[config.mk]
export PLATFORM = sky130hd
export DESIGN_NAME = mac_rx_deframer
export DESIGN_NICKNAME = d
export VERILOG_FILES = /design/src/hw/mac_rx_pkg.sv /design/src/hw/mac_rx_deframer.sv
export SDC_FILE = /design/constraint.sdc
export NUM_CORES = 1
export LEC_CHECK = 0
export ABC_AREA = 1
export BUFFER_PORTS_ARGS = -buffer_cell sky130_fd_sc_hd__buf_4
export CORE_UTILIZATION = 30
export CTS_CLUSTER_DIAMETER = 150
export CTS_CLUSTER_SIZE = 16
export DETAILED_ROUTE_END_ITERATION = 7
export PLACE_DENSITY = 0.47
export SETUP_SLACK_MARGIN = 0.05
export SLEW_MARGIN = 5
export SYNTH_ARGS = -nofsm -noshare
export SYNTH_HDL_FRONTEND = slang
export SYNTH_SLANG_ARGS = --single-unit
[constraint.sdc]
create_clock -name i_clk -period 3.45 [get_ports i_clk]
set_input_delay 0.1725 -clock i_clk [delete_from_list [all_inputs] [get_ports i_clk]]
set_output_delay 0.1725 -clock i_clk [all_outputs]
set_load 0.03 [all_outputs]
[src/hw/mac_rx_pkg.sv]
/*
 * RMII receive MAC, shared definitions
 * preamble pattern, CRC-32 constants and the frame FIFO word
 */
package mac_rx_pkg;

	// --------------------------------------------------------------------------
	// framing
	// --------------------------------------------------------------------------

	// seven 0x55 bytes then 0xd5, as the dibit shift register holds them
	// dibits enter at the top, so the sfd byte lands in the msbs
	localparam logic [63:0] MAC_PREAMBLE_SFD = 64'hd555_5555_5555_5555;

	// --------------------------------------------------------------------------
	// crc-32, lsb first
	// --------------------------------------------------------------------------

	// reflected form of 0x04c11db7
	localparam logic [31:0] CRC32_POLY    = 32'hedb8_8320;
	localparam logic [31:0] CRC32_INIT    = 32'hffff_ffff;
	// register value once a frame and its own fcs have passed
	// no final inversion applied
	localparam logic [31:0] CRC32_RESIDUE = 32'hdebb_20e3;

	// --------------------------------------------------------------------------
	// fifo word
	// --------------------------------------------------------------------------

	// one received byte plus its frame markers
	// crc_err and len_err only carry meaning with eop
	typedef struct packed {
		logic       sop;
		logic       eop;
		logic       crc_err;
		logic       len_err;
		logic [7:0] data;
	} mac_rx_word_t;

endpackage

[src/hw/mac_rx_deframer.sv]
/*
 * RMII receive deframer
 * finds preamble and sfd in the dibit stream, assembles bytes low dibit
 * first, ends the frame on idle or on the length limit, and holds one
 * byte back so the end markers sit on the real last byte
 */
`timescale 1ns/10ps

module mac_rx_deframer #(
	parameter int MAX_FRAME_BYTES = 1518,
	parameter int IDLE_LIMIT      = 48
) (
	input  logic                     i_clk,
	input  logic                     i_rst_n,
	input  logic                     i_rmii_rxvld,
	input  logic [1:0]               i_rmii_rxdata,
	input  logic                     i_crc_ok,
	output logic                     o_crc_start,
	output logic                     o_byte_stb,
	output logic [7:0]               o_byte,
	output logic                     o_wr_en,
	output mac_rx_pkg::mac_rx_word_t o_wr_word
);
	import mac_rx_pkg::*;

	localparam int BYTE_CNT_W = $clog2(MAX_FRAME_BYTES);
	localparam int IDLE_CNT_W = $clog2(IDLE_LIMIT + 1);

	// input delay line, stage 0 feeds the sfd search, stage 2 the byte path
	logic [2:0]            r_vld_d;
	logic [2:0][1:0]       r_data_d;
	logic [63:0]           r_shift;
	logic                  r_sfd_hit;
	logic                  r_open;
	logic                  r_discard;
	logic [IDLE_CNT_W-1:0] r_idle_cnt;
	logic [BYTE_CNT_W-1:0] r_byte_cnt;
	logic [1:0]            r_dibit_cnt;
	logic [5:0]            r_asm;
	logic                  r_first;
	logic [7:0]            r_hold;
	logic                  r_hold_sop;
	logic                  r_hold_vld;
	logic                  r_end_pend;
	logic                  r_end_len;
	logic                  r_byte_stb;
	logic [7:0]            r_byte;
	logic                  r_wr_en;
	mac_rx_word_t          r_wr_word;

	logic                  w_open;
	logic                  w_idle_done;
	logic                  w_idle_hit;
	logic                  w_take;
	logic                  w_byte_done;
	logic                  w_limit_hit;
	logic [7:0]            w_byte_new;

	// new frame only from idle, never while a cut frame drains
	assign w_open      = r_sfd_hit && !r_open && !r_discard;
	assign w_idle_done = (r_idle_cnt == IDLE_CNT_W'(IDLE_LIMIT));
	assign w_idle_hit  = r_open && w_idle_done;
	assign w_take      = r_open && r_vld_d[2] && !w_idle_done;
	assign w_byte_done = w_take && (r_dibit_cnt == 2'd3);
	// fourth dibit goes on top of the three already collected
	assign w_byte_new  = {r_data_d[2], r_asm};
	assign w_limit_hit = w_byte_done &&
		(r_byte_cnt == BYTE_CNT_W'(MAX_FRAME_BYTES - 1));

	// --------------------------------------------------------------------------
	// input registers and sfd search
	// --------------------------------------------------------------------------
	always_ff @(posedge i_clk) begin
		if (!i_rst_n) begin
			r_vld_d <= '0;
		end else begin
			r_vld_d <= {r_vld_d[1:0], i_rmii_rxvld};
		end
	end

	always_ff @(posedge i_clk) begin
		r_data_d <= {r_data_d[1:0], i_rmii_rxdata};
	end

	// shift right, newest dibit at the top
	// cleared at frame start so payload cannot look like a preamble
	always_ff @(posedge i_clk) begin
		if (!i_rst_n) begin
			r_shift   <= '0;
			r_sfd_hit <= 1'b0;
		end else begin
			if (w_open)
				r_shift <= '0;
			else if (r_vld_d[0])
				r_shift <= {r_data_d[0], r_shift[63:2]};
			r_sfd_hit <= (r_shift == MAC_PREAMBLE_SFD);
		end
	end

	// --------------------------------------------------------------------------
	// frame tracking
	// --------------------------------------------------------------------------
	always_ff @(posedge i_clk) begin
		if (!i_rst_n) begin
			r_open     <= 1'b0;
			r_discard  <= 1'b0;
			r_idle_cnt <= '0;
		end else begin
			if (w_open)
				r_open <= 1'b1;
			else if (w_idle_hit || w_limit_hit)
				r_open <= 1'b0;

			// after a cut, swallow the tail until the line goes quiet
			if (w_limit_hit)
				r_discard <= 1'b1;
			else if (r_discard && w_idle_done)
				r_discard <= 1'b0;

			// idle run length, saturates at the limit
			if (w_open || r_vld_d[2] || !(r_open || r_discard))
				r_idle_cnt <= '0;
			else if (!w_idle_done)
				r_idle_cnt <= r_idle_cnt + 1'b1;
		end
	end

	// --------------------------------------------------------------------------
	// byte assembly and hold
	// --------------------------------------------------------------------------
	always_ff @(posedge i_clk) begin
		if (!i_rst_n) begin
			r_dibit_cnt <= 2'd0;
			r_byte_cnt  <= '0;
			r_first     <= 1'b0;
		end else if (w_open) begin
			r_dibit_cnt <= 2'd0;
			r_byte_cnt  <= '0;
			r_first     <= 1'b1;
		end else if (w_take) begin
			// wraps after four dibits
			r_dibit_cnt <= r_dibit_cnt + 2'd1;
			if (w_byte_done) begin
				r_byte_cnt <= r_byte_cnt + 1'b1;
				r_first    <= 1'b0;
			end
		end
	end

	always_ff @(posedge i_clk) begin
		if (w_take)
			r_asm <= w_byte_new[7:2];
	end

	// last byte waits here until the next byte or the frame end
	always_ff @(posedge i_clk) begin
		if (!i_rst_n) begin
			r_hold_vld <= 1'b0;
		end else if (w_byte_done) begin
			r_hold_vld <= 1'b1;
		end else if (r_end_pend) begin
			r_hold_vld <= 1'b0;
		end
	end

	always_ff @(posedge i_clk) begin
		if (w_byte_done) begin
			r_hold     <= w_byte_new;
			r_hold_sop <= r_first;
			r_byte     <= w_byte_new;
		end
	end

	// --------------------------------------------------------------------------
	// crc feed and fifo write
	// --------------------------------------------------------------------------
	always_ff @(posedge i_clk) begin
		if (!i_rst_n) begin
			r_end_pend <= 1'b0;
			r_end_len  <= 1'b0;
			r_byte_stb <= 1'b0;
			r_wr_en    <= 1'b0;
		end else begin
			r_end_pend <= w_idle_hit || w_limit_hit;
			r_end_len  <= w_limit_hit;
			r_byte_stb <= w_byte_done;
			// nothing to write for a frame with no whole byte
			r_wr_en    <= (r_end_pend || w_byte_done) && r_hold_vld;
		end
	end

	// a cut frame never ends on its real fcs, so it is always flagged
	always_ff @(posedge i_clk) begin
		r_wr_word.sop     <= r_hold_sop;
		r_wr_word.eop     <= r_end_pend;
		r_wr_word.crc_err <= r_end_pend && (r_end_len || !i_crc_ok);
		r_wr_word.len_err <= r_end_pend && r_end_len;
		r_wr_word.data    <= r_hold;
	end

	assign o_crc_start = w_open;
	assign o_byte_stb  = r_byte_stb;
	assign o_byte      = r_byte;
	assign o_wr_en     = r_wr_en;
	assign o_wr_word   = r_wr_word;

endmodule

==> flow_summary.yaml <==
final_layout:
  seqCellArea_um2: 2710
  utilization_pct: 37.1
  layout.cells.non_filler: 801
  multi_input_area_um2: 1730
  syn2layout_area_growth_pct: 20.2
  nets: 588
  drive_gt1_share_pct: 14.4
  antenna_cells: 0
  fillCellCount: 1576
worst_setup_path:
  end_kind: "flop"
  crit_top_cell: "inv_2"
  crit_required_ns: 3.75
  r2r-start: "r_open"
  critPathArrivalTime_ns: 2.19
  worstSetupPathType: "flop to flop"
  r2r_slack_ns: 1.55
  cp_max_fo: 39
  crit_chain: "nor2_1, nand2_2, inv_2, nor2_8, inv_2, buf_12, a21oi_1"
  crit_family: "buffers and inverters"
  crit_buf_inv: 3
  r2r_end: "r_shift[42]"
  cp_slowest_stage_delay_ns: 0.63
  ff2ff_path_depth: 7
  worst_setup_path_start_kind: "flop"
  critPathSlowestCell: "inv_2"
hold_path:
  hold_class: "input port to flop"
  min_delay_path_depth: 3
  hold_start: "i_rst_n"
  whs_endpoint: "r_vld_d[2]"
floorplanning:
  die_area_um2: 16300
  fp-row-count: 45
  initial_core_util_pct: 30.9
  core_area_um2: 15300
  die_h_um: 128
  ios: 29
  die_w_um: 128
clock_network:
  cts.root.buffer_cell: "clkbuf_16"
  clockBufferDepth: 2
  insertion_delay_ns: 0.41
  cts_sinks: 128
  cts_resized: 0
  cts_tree: "built"
  h-tree-depth: 4
  clk_pin_slew_ns: 0.06
  cts_buffers: 17
timing:
  tns_ns: 0
  finClkSkew_ns: 0.00945
  min_period_ns: 1.90
  tightestPinTransition_ns: 0.894
  finalHoldViolations: 0
  rsz0062_at_grt: "no"
  setup_viol: 0
  whs_ns: 0.0230
  fin_crit_sh_pct: 55.0
  slew_violations: 0
  max_freq_ghz: 0.527
  timing.slew.headroom_pct: 40.3
global_route:
  grt_pass1_vias: 3354
  grt_pass1_wl_um: 15100
  overflow: 0
  grt_max_degree: 54
  track_usage_pct: 11.9
  antenna_found_initial: 0
drt:
  drt-total-wl_um: 8640
  avgRoutedWirePerCell_um: 10.8
  drcViolationCount: 0
  drtAntennaViolNets: 0
  vias_per_cell: 4.38
  vias: 3509
  dr.pass1.iters: 4
  initialDrtViolationCount: 255
logic_synthesis:
  yosysTopAreaCellShare_pct: 47.8
  ys_ff_latch: 128
  synth.distinct_cells: 33
  synth_compound_area_share_pct: 9.79
  synth_warnings: 0
  synth_edf_count: 15
  yosys-mux-area-fraction_pct: 0
  synth_top_family_by_area: "simple AND/OR/NAND/NOR gates"
  yosys.area.top_type: "dfxtp_1"
  async_flop_share_pct: 0
  synth_nets: 557
  yosys.area_share.simple_pct: 25.0
  syn_avg_cell_area_um2: 8.66
  synth_xor_xnor_area_share_pct: 0.556
  syn_inst: 546
  synthTopCellsByArea: "dfxtp_1, nand2_1, edfxtp_1"
  synthFlopType: "dfxtp_1"
  syn_area_um2: 4730
  synth-adder-area-share_pct: 1.32
  ys_seq_area_share_pct: 57.4
power:
  max-vdd-ir-drop_v: 0.000355
  p_per_area_nw_per_um2: 561
  p_leak_nw: 1.99
place:
  placed_cells: 764
  dpl.hpwl_um: 5320
  gp_routability_congestion: 0.781
  io_buffers: 28
flow_run:
  drv_cap: 0
run_status:
  outcome: "finished clean"
[per-stage QoR]
| stage | worst slack, ns | power (mW) | area [um2] |
|---|---|---|---|
| 6_report | 1.55 | 3.19 | 5680 |
| 5_1_grt | 1.34 | 3.32 | 5680 |
| 4_1_cts | 1.55 | 3.24 | 5680 |
| 3_5_place_dp | 1.54 | 1.61 | 5090 |
| 3_3_place_gp | 1.60 | 1.61 | 5090 |
| 2_1_floorplan | 2.05 | 1.59 | 4730 |
[worst max-delay path by stage]
stage                       start            end  slack (ns)  cells after the start
finish                     r_open    r_shift[42]        1.55                      7
CTS                        r_open    r_shift[42]        1.55                      7
global route               r_open    r_shift[48]        1.34                      7
floorplan           r_idle_cnt[0]  r_byte_cnt[8]        2.05                      9
global placement           r_open    r_shift[54]        1.60                      7
detailed placement         r_open    r_shift[42]        1.54                      7
[cells by family (layout without fill, tap and decap cells)]
kind of cell	count (synthesis)	after routing
compound gates	91	91
simple gates	258	258
flops	128	128
fa+ha+maj	5	5
xor+xnor	3	3
buf+inv	61	105
[repair_timing]
item / in CTS / in global routing
endpoints found under the hold margin: 4 / 0
hold buffers: 5 / 0
buffers inserted: 0 / 0
[synth_stat cells (2+ instances only)]
library cell and n:
a21oi_1 81, buf_2 7, buf_6 3, clkbuf_1 11
dfxtp_1 113, edfxtp_1 15, ha_1 5, inv_1 33
inv_2 4, nand2_1 156, nand2_2 3, nand2_4 2
nand3_1 14, nand4_1 12, nor2_1 42, nor2_4 11
nor3_1 9, nor4_1 3, o21ai_0 6, or2_2 2
xnor2_1 2
[area by class of cell]
type / count / area share [%]
Clock buffer: 27 / 9.02
Sequential cell: 128 / 47.7
Multi-Input combinational cell: 357 / 30.5
Clock inverter: 5 / 0.484
Inverter: 38 / 2.55
Tap cell: 211 / 4.64
Timing Repair Buffer: 35 / 5.06
[cell usage in the layout, fill, tap and decap left out, types with 2 or more instances in the layout]
master / instances
a21oi_1: 81
buf_4: 29
clkbuf_1: 5
clkbuf_16: 17
clkbuf_8: 5
clkinv_2: 4
dfxtp_1: 112
dlygate4sd3_1: 5
edfxtp_1: 15
ha_1: 5
inv_1: 33
inv_2: 4
nand2_1: 156
nand2_2: 3
nand2_4: 2
nand3_1: 14
nand4_1: 12
nor2_1: 42
nor2_4: 11
nor3_1: 9
nor4_1: 3
o21ai_0: 6
or2_2: 2
xnor2_1: 2
[per-layer routing]
layer	vias up	share of wire (%)	global-route usage (%)
li1	1838	-	-
met2	50	46	19.3
met5	-	0	0
met1	1606	48	13.6
met3	15	4.2	4.82
met4	0	1.9	5.46
[registers in the layout (all words and copies together) (netlist names), 3 cells and up]
signal and count:
r_shift 64, o_wr_word 12, r_byte_cnt 11, o_byte 8
r_asm 6, r_data_d 6, r_idle_cnt 6, r_vld_d 3
[tightest hold or removal path, delay by kind of cell]
kind,cells,cell delay (ns)
simple gates,1,0.05
buf+inv,2,0.17
[where the power goes]
group | leakage [nW] | switching, mW | internal (mW)
Clock | 0.267 | 0.602 | 1.01
Sequential | 1.05 | 0.00891 | 1.51
Combinational | 0.675 | 0.0418 | 0.0160
Total | 1.99 | 0.652 | 2.54
No activity file was read; power rests on OpenSTA's default activity.
