[src/hw/mac_rx_pkg.sv]
/*
 * RMII receive MAC, shared definitions
 * preamble pattern, CRC-32 constants and the frame FIFO word
 */
package mac_rx_pkg;

	// --------------------------------------------------------------------------
	// framing
	// --------------------------------------------------------------------------

	// seven 0x55 bytes then 0xd5, as the dibit shift register holds them
	// dibits enter at the top, so the sfd byte lands in the msbs
	localparam logic [63:0] MAC_PREAMBLE_SFD = 64'hd555_5555_5555_5555;

	// --------------------------------------------------------------------------
	// crc-32, lsb first
	// --------------------------------------------------------------------------

	// reflected form of 0x04c11db7
	localparam logic [31:0] CRC32_POLY    = 32'hedb8_8320;
	localparam logic [31:0] CRC32_INIT    = 32'hffff_ffff;
	// register value once a frame and its own fcs have passed
	// no final inversion applied
	localparam logic [31:0] CRC32_RESIDUE = 32'hdebb_20e3;

	// --------------------------------------------------------------------------
	// fifo word
	// --------------------------------------------------------------------------

	// one received byte plus its frame markers
	// crc_err and len_err only carry meaning with eop
	typedef struct packed {
		logic       sop;
		logic       eop;
		logic       crc_err;
		logic       len_err;
		logic [7:0] data;
	} mac_rx_word_t;

endpackage

[src/hw/mac_rx_crc32.sv]
/*
 * RMII receive CRC-32 checker
 * bytewise reflected crc over every received byte, fcs included
 * a match against the fixed residue means the fcs was good
 */
`timescale 1ns/10ps

module mac_rx_crc32 (
	input  logic       i_clk,
	input  logic       i_rst_n,
	input  logic       i_start,
	input  logic       i_byte_stb,
	input  logic [7:0] i_byte,
	output logic       o_crc_ok
);
	import mac_rx_pkg::*;

	logic [31:0] r_crc;
	logic [31:0] w_crc_next;

	// --------------------------------------------------------------------------
	// one byte, lsb first, eight steps in one cycle
	// --------------------------------------------------------------------------
	function automatic logic [31:0] crc32_byte(
		input logic [31:0] crc,
		input logic [7:0]  data
	);
		logic [31:0] c;
		c = crc;
		for (int i = 0; i < 8; i++) begin
			// feedback is the register lsb against the incoming bit
			if (c[0] ^ data[i])
				c = (c >> 1) ^ CRC32_POLY;
			else
				c = c >> 1;
		end
		return c;
	endfunction

	assign w_crc_next = crc32_byte(r_crc, i_byte);

	// --------------------------------------------------------------------------
	// running register
	// --------------------------------------------------------------------------
	always_ff @(posedge i_clk) begin
		if (!i_rst_n) begin
			r_crc <= CRC32_INIT;
		end else if (i_start) begin
			// reload at every sfd
			r_crc <= CRC32_INIT;
		end else if (i_byte_stb) begin
			r_crc <= w_crc_next;
		end
	end

	// level, valid at any point in the frame
	// only meaningful once the last fcs byte is in
	assign o_crc_ok = (r_crc == CRC32_RESIDUE);

endmodule

[config.mk]
export PLATFORM = sky130hd
export DESIGN_NAME = mac_rx_crc32
export DESIGN_NICKNAME = d
export VERILOG_FILES = /design/src/hw/mac_rx_pkg.sv /design/src/hw/mac_rx_crc32.sv
export SDC_FILE = /design/constraint.sdc
export NUM_CORES = 1
export LEC_CHECK = 0
export BUFFER_PORTS_ARGS = -buffer_cell sky130_fd_sc_hd__buf_2
export CORE_ASPECT_RATIO = 1.25
export CORE_MARGIN = 10
export CORE_UTILIZATION = 30
export CTS_CLUSTER_DIAMETER = 80
export CTS_CLUSTER_SIZE = 40
export DETAILED_ROUTE_END_ITERATION = 12
export GPL_ROUTABILITY_DRIVEN = 0
export SLEW_MARGIN = 20
export SYNTH_ARGS = -nofsm -noshare
export SYNTH_HDL_FRONTEND = slang
export SYNTH_SLANG_ARGS = --single-unit
[constraint.sdc]
create_clock -name i_clk -period 2.04 [get_ports i_clk]
set_input_delay 0.612 -clock i_clk [delete_from_list [all_inputs] [get_ports i_clk]]
set_output_delay 0.612 -clock i_clk [all_outputs]
set_load 0.005 [all_outputs]
==> impl_metrics.json, run 1 <==
{
  "synth_seq_area_share_pct": 30.8,
  "max_stage_delay_ps": 460,
  "postRouteWirelength_um": 5010,
  "max-slew-margin-rel_pct": 66.7,
  "synthFlopType": "dfxtp_1",
  "dieArea_mm2": 0.0107,
  "p_per_area_mw_per_mm2": 884,
  "grt_setup_unrepaired": "yes",
  "cts_buffers": 5,
  "grt_antenna_before_repair": 0,
  "end_kind": "output port",
  "dieWidth_um": 94.5,
  "drtAntennaViolNets": 0,
  "fp-row-count": 33,
  "syn_nets": 201,
  "largest_reg_flops": 32,
  "fmax_mhz": 469,
  "viasPerCell": 4.66,
  "critical_path_class": "flop to output port",
  "cp_slowest_cell": "or4_4",
  "p_total_mw": 2.39,
  "grt_pass1_wl_um": 8290,
  "crit_chain": "nand4_1 > or4_4 > nor4_4 > buf_2",
  "regMostFlops": "r_crc",
  "status": "finished with violations",
  "timing_hold_violations_final": 0,
  "root_buffer": "clkbuf_8",
  "synth_top_area_share_pct": 30.8,
  "use_met3_pct": 2.58,
  "post-dp-hpwl_um": 3890,
  "hold_path_class": "flop to flop",
  "drtIter0Drc": 63,
  "arrival_ps": 1520,
  "dp_slack_ps": -25.9,
  "p_leak_nw": 1.20,
  "finClkSkew_ps": 9.88,
  "violations": "setup timing",
  "setup_viol": 1,
  "netlist_area_mm2": 0.00208,
  "drive_gt1_share_pct": 35.6,
  "ys_async_sr_fraction_pct": 0,
  "final_common_cell": "buf_4",
  "fin_crit_sh_pct": 104,
  "syn_to_final_growth_pct": 29.9,
  "synthDistinctLibCells": 30,
  "die_h_um": 113,
  "use_met1_pct": 11.6,
  "drc": 0,
  "cp_num_buf_inv": 1,
  "numClockSinks": 32,
  "grt_start_max_net_pins": 27,
  "syn_area_per_cell_um2": 11.0,
  "holdBufCountCts": 0,
  "setup_tns_ps": -91.3,
  "portBuffers": 12,
  "r2r_slack_ps": 230,
  "ys_ff_latch": 32,
  "synth_largest_area_cell": "dfxtp_1",
  "instances_no_fill": 326,
  "crit_fanout": 2,
  "track_usage_pct": 10.1,
  "gr-total-overflow": 0,
  "postLayoutCoreUtil_pct": 40.7,
  "cts_tree": "built",
  "io_pins": 13,
  "start_kind": "flop",
  "ys_warn_count": 0,
  "busiest_layer": "met2",
  "coreArea_mm2": 0.00665,
  "wire_per_inst_um": 15.4,
  "synth_edf_count": 0,
  "synthTopCellsByArea": "dfxtp_1, xnor3_1, xnor2_1",
  "final_cell_mix": "buf_4, xnor2_1, dfxtp_1, a21oi_1, xnor3_1",
  "synth_cells": 189,
  "first_pass_iters": 4,
  "drv_slew": 0,
  "num_vias": 1520,
  "clkTransAtPathRegs_ps": 70,
  "worst_ep_required_time_ps": 1430,
  "clock_latency_ps": 290,
  "fin_ws_ps": -91.3,
  "worst_pin_slew_ps": 500,
  "num_antenna_cells": 0,
  "grt_use_met2_pct": 17.2,
  "place_inst": 318,
  "htreeDepth": 2,
  "clk_path_buf_depth": 2,
  "initial_utilization_pct": 31.3,
  "crit_family": "simple AND/OR/NAND/NOR gates",
  "cap_violations": 0,
  "period_minus_slack_ps": 2130,
  "grt_pass1_vias": 1541,
  "largestRegisters": "r_crc (32)",
  "nets": 250,
  "vdd_drop_max_v": 0.000342
}
[final cells by class]
class                   count  area, um2
fillers                   639       3940
flip-flops and latches     32        648
clock buffers               6       72.6
clock inverters             2       35.0
well taps                  87        109
multi-input cells         147       1460
repair buffers             51        378
inverters                   1       3.75
[worst min-delay path: cells and delay by family, from the launching register on]
| kind | cells | cell delay [ps] |
|---|---|---|
| DFF | 1 | 360 |
| AOI/OAI and AO/OA | 2 | 130 |
[layer usage]
metal	vias to the layer above	wire, um	share of wire (%)
met5	-	0	0
met4	0	104	2.1
met3	6	178	3.6
met2	25	2590	52
met1	731	2140	43
li1	758	-	-
[synth_stat cells, types with 2 or more instances]
| master | n |
|---|---|
| a21oi_1 | 15 |
| clkbuf_1 | 8 |
| nor3_1 | 5 |
| nand2_1 | 12 |
| xnor2_4 | 2 |
| o21ai_1 | 2 |
| o211ai_1 | 11 |
| nor4_1 | 2 |
| dfxtp_1 | 32 |
| xor2_1 | 5 |
| nand4b_1 | 2 |
| xnor3_1 | 14 |
| o21ai_0 | 12 |
| xor3_1 | 3 |
| nor4b_1 | 2 |
| nor2b_1 | 2 |
| nor2_1 | 11 |
| xnor2_1 | 27 |
| xnor2_2 | 10 |
| nand4_1 | 2 |
[cell families (layout without fill, tap and decap cells)]
| kind of cell | after synthesis | after routing | share of synthesized area, % |
|---|---|---|---|
| simple gates | 41 | 41 | 9.92 |
| compound gates | 42 | 42 | 11.8 |
| xor+xnor | 64 | 64 | 45.7 |
| buf+inv | 10 | 60 | 1.80 |
| flops | 32 | 32 | 30.8 |
[stage by stage]
stage,hold slack [ps],cell area (um2)
6_report,522,2710
3_3_place_gp,511,2530
2_1_floorplan,459,2080
5_1_grt,543,2710
4_1_cts,524,2690
3_5_place_dp,510,2530
[final timing paths]
kind                            startpoint         to  cells after the start
worst min register to register   r_crc[23]  r_crc[23]                      2
worst max-delay path             r_crc[27]   o_crc_ok                      4
worst min-delay path             r_crc[23]  r_crc[23]                      2
worst max register to register    r_crc[1]  r_crc[26]                      5
[repair_timing]
| item | CTS | global route |
|---|---|---|
| resized for setup | 11 | 3 |
| setup endpoints to repair | 1 | 1 |
| buffers inserted | 0 | 0 |
| pin swaps | 3 | 1 |
| gates cloned | 0 | 0 |
[where the power goes]
part / total (mW) / switching, mW / internal, mW / leakage [nW]
Clock: 0.619 / 0.256 / 0.363 / 0.0552
Sequential: 0.730 / 0.0511 / 0.679 / 0.261
Combinational: 1.04 / 0.398 / 0.644 / 0.888
Total: 2.39 / 0.705 / 1.69 / 1.20
(Power assumes the default switching activity.)
==> run 2, diff against run 1 <==
ABC_AREA = 1   (was default)
CORE_MARGIN = 2   (was 10)
REMOVE_ABC_BUFFERS = 1   (was default)
==> impl_metrics.json, run 2 <==
{
  "status": "finished with violations",
  "violations": "setup timing",
  "end_kind": "output port",
  "clkTransAtPathRegs_ps": 70,
  "grt_pass1_wl_um": 11100,
  "synth_top_family_by_area": "simple AND/OR/NAND/NOR gates",
  "period_minus_slack_ps": 2040,
  "setup_viol": 1,
  "synthDistinctLibCells": 27,
  "finClkSkew_ps": 5.39,
  "synth_edf_count": 0,
  "cts_buffers": 5,
  "drive_gt1_share_pct": 17.3,
  "max_stage_delay_ps": 340,
  "dieWidth_um": 82.8,
  "p_per_area_mw_per_mm2": 677,
  "hold_path_depth": 2,
  "synthMuxAreaShare_pct": 0,
  "yosys.area_share.simple_pct": 41.2,
  "clock_latency_ps": 290,
  "viasPerCell": 4.95,
  "worstHoldStart": "r_crc[18]",
  "initial_utilization_pct": 31.2,
  "io_pins": 13,
  "ys_ff_latch": 32,
  "ys_top_cells_by_count": "nand2_1, inv_1, a21oi_1",
  "drtAntennaViolNets": 0,
  "worst_pin_slew_ps": 519,
  "nets": 409,
  "start_kind": "flop",
  "portBuffers": 12,
  "syn_to_final_growth_pct": 13.6,
  "grt_start_max_net_pins": 39,
  "timing_hold_violations_final": 0,
  "synth_seq_area_share_pct": 27.5,
  "vdd_drop_max_v": 0.000292,
  "num_antenna_cells": 0,
  "r2r_cells": 9,
  "regArea_um2": 652,
  "postRouteWirelength_um": 6710,
  "clk_path_buf_depth": 2,
  "place_inst": 480,
  "r2r_end": "r_crc[14]",
  "largest_reg_flops": 32,
  "die_h_um": 102,
  "synth_cells": 378,
  "regToRegStartpoint": "r_crc[0]",
  "p_leak_nw": 1.34,
  "r2r_slack_ps": 410,
  "fp-row-count": 35,
  "fin_ws_ps": -0.0717,
  "cp_slowest_cell": "dfxtp_1",
  "fillerInstances": 823,
  "multiInputGateArea_mm2": 0.00148,
  "hold_ws_ps": 492,
  "grt_setup_unrepaired": "yes",
  "htreeDepth": 2,
  "gr-total-overflow": 0,
  "first_pass_iters": 5,
  "post-dp-hpwl_um": 5050,
  "holdBufCountCts": 0,
  "numClockSinks": 32,
  "whs_endpoint": "r_crc[18]",
  "final_cell_mix": "nand2_1, inv_1, a21oi_1, nand3_1, dfxtp_1",
  "netlist_area_mm2": 0.00233,
  "cts_tree": "built",
  "hold_path_class": "flop to flop",
  "ys_async_sr_fraction_pct": 0,
  "drv_slew": 0,
  "syn_area_per_cell_um2": 6.15,
  "coreArea_mm2": 0.00744,
  "final_common_cell": "nand2_1",
  "synthAdderAreaFrac_pct": 0,
  "instances_no_fill": 490,
  "drc": 0,
  "grt_antenna_before_repair": 0,
  "grt_pass1_vias": 2230,
  "crit_chain": "nor2_1 > nand2_1 > nor4_2 > and2_1 > buf_2",
  "regMostFlops": "r_crc",
  "root_buffer": "clkbuf_8",
  "track_usage_pct": 17.4,
  "cap_violations": 0,
  "synth_largest_area_cell": "dfxtp_1",
  "fin_crit_sh_pct": 100,
  "synth_compound_area_share_pct": 13.0,
  "yosys.area_share.xor_xnor_pct": 8.98,
  "synth_top_area_share_pct": 27.5,
  "wire_per_inst_um": 13.7,
  "synthFlopType": "dfxtp_1",
  "critical_path_class": "flop to output port",
  "crit_fanout": 3,
  "synthTopCellsByArea": "dfxtp_1, nand2_1, a21oi_1",
  "drtIter0Drc": 199,
  "worst_ep_required_time_ps": 1430,
  "synth.most_common_cell": "nand2_1",
  "max-slew-margin-rel_pct": 65.3,
  "largestRegisters": "r_crc (32)",
  "arrival_ps": 1430,
  "dieArea_mm2": 0.00848,
  "fmax_mhz": 490,
  "num_vias": 2426,
  "ys_warn_count": 0
}
run 2: cell count changes in the layout (fill, tap and decap cells not counted), sizes merged, moves of 19 or more:
cell / before / now
buf: 51 / 21
nand3: 0 / 33
xnor2: 39 / 5
a21oi: 15 / 34
inv: 1 / 43
nand2: 12 / 157
run 2: logic make-up (layout without fill, tap and decap cells):
logic type	Yosys count	count (layout)
AND/OR/NAND/NOR	215	215
AO/OA/AOI/OAI	56	56
XOR/XNOR	23	23
flip-flops	32	32
buffers and inverters	52	72
run 2: where the power goes:
part           leakage [nW]  total, mW  switching (mW)  internal [mW]
Clock                0.0455      0.515           0.240          0.275
Sequential            0.259      0.699          0.0371          0.662
Combinational          1.04      0.573           0.379          0.195
run 2: metrics by stage:
stage	area, um2	TNS (ps)	util (%)	setup WS, ps	total power [mW]
after floorplan	2270	0	-	457	1.11
after global placement	2510	0	33.8	79.6	1.27
after detailed placement	2510	0	33.8	84.5	1.27
after CTS	2610	0	35.1	6.36	1.79
after global routing	2640	-62.4	35.5	-62.4	1.91
final	2640	-0.0717	35.5	-0.0717	1.79
run 2: metal layers:
metal | vias up | track usage (%) | wire (um)
met1 | 1094 | 23.0 | 3000
met3 | 17 | 2.56 | 373
met4 | 0 | 6.56 | 195
met2 | 73 | 28.3 | 3150
li1 | 1242 | - | -
met5 | - | 0 | 0
run 2: worst max path at each step:
stage	from	end	slack (ps)	depth (start not counted)
after floorplan	i_byte[6]	r_crc[23]	460	8
after global placement	i_byte[0]	r_crc[14]	80	10
after detailed placement	i_byte[0]	r_crc[14]	80	10
after CTS	r_crc[26]	o_crc_ok	6	4
after global routing	r_crc[9]	o_crc_ok	-60	5
final	r_crc[9]	o_crc_ok	-0.07	5
run 2: final cells by class:
type	count	share of cell area (%)
timing repair buffer	21	5.30
sequential	32	24.7
multi-input combinational	294	56.1
tap	92	4.36
inverter	43	6.20
clock buffer	8	3.41
run 2: what timing repair did:
item,CTS,global route
gates resized for setup,4,8
setup buffers,0,2
setup endpoints to repair,1,1
pin swaps,1,4
run 2: critical path: cells and delay by family (launching register included):
kind,cells,cell delay [ps]
and+or+nand+nor,4,700
buffers and inverters,1,110
DFF,1,340
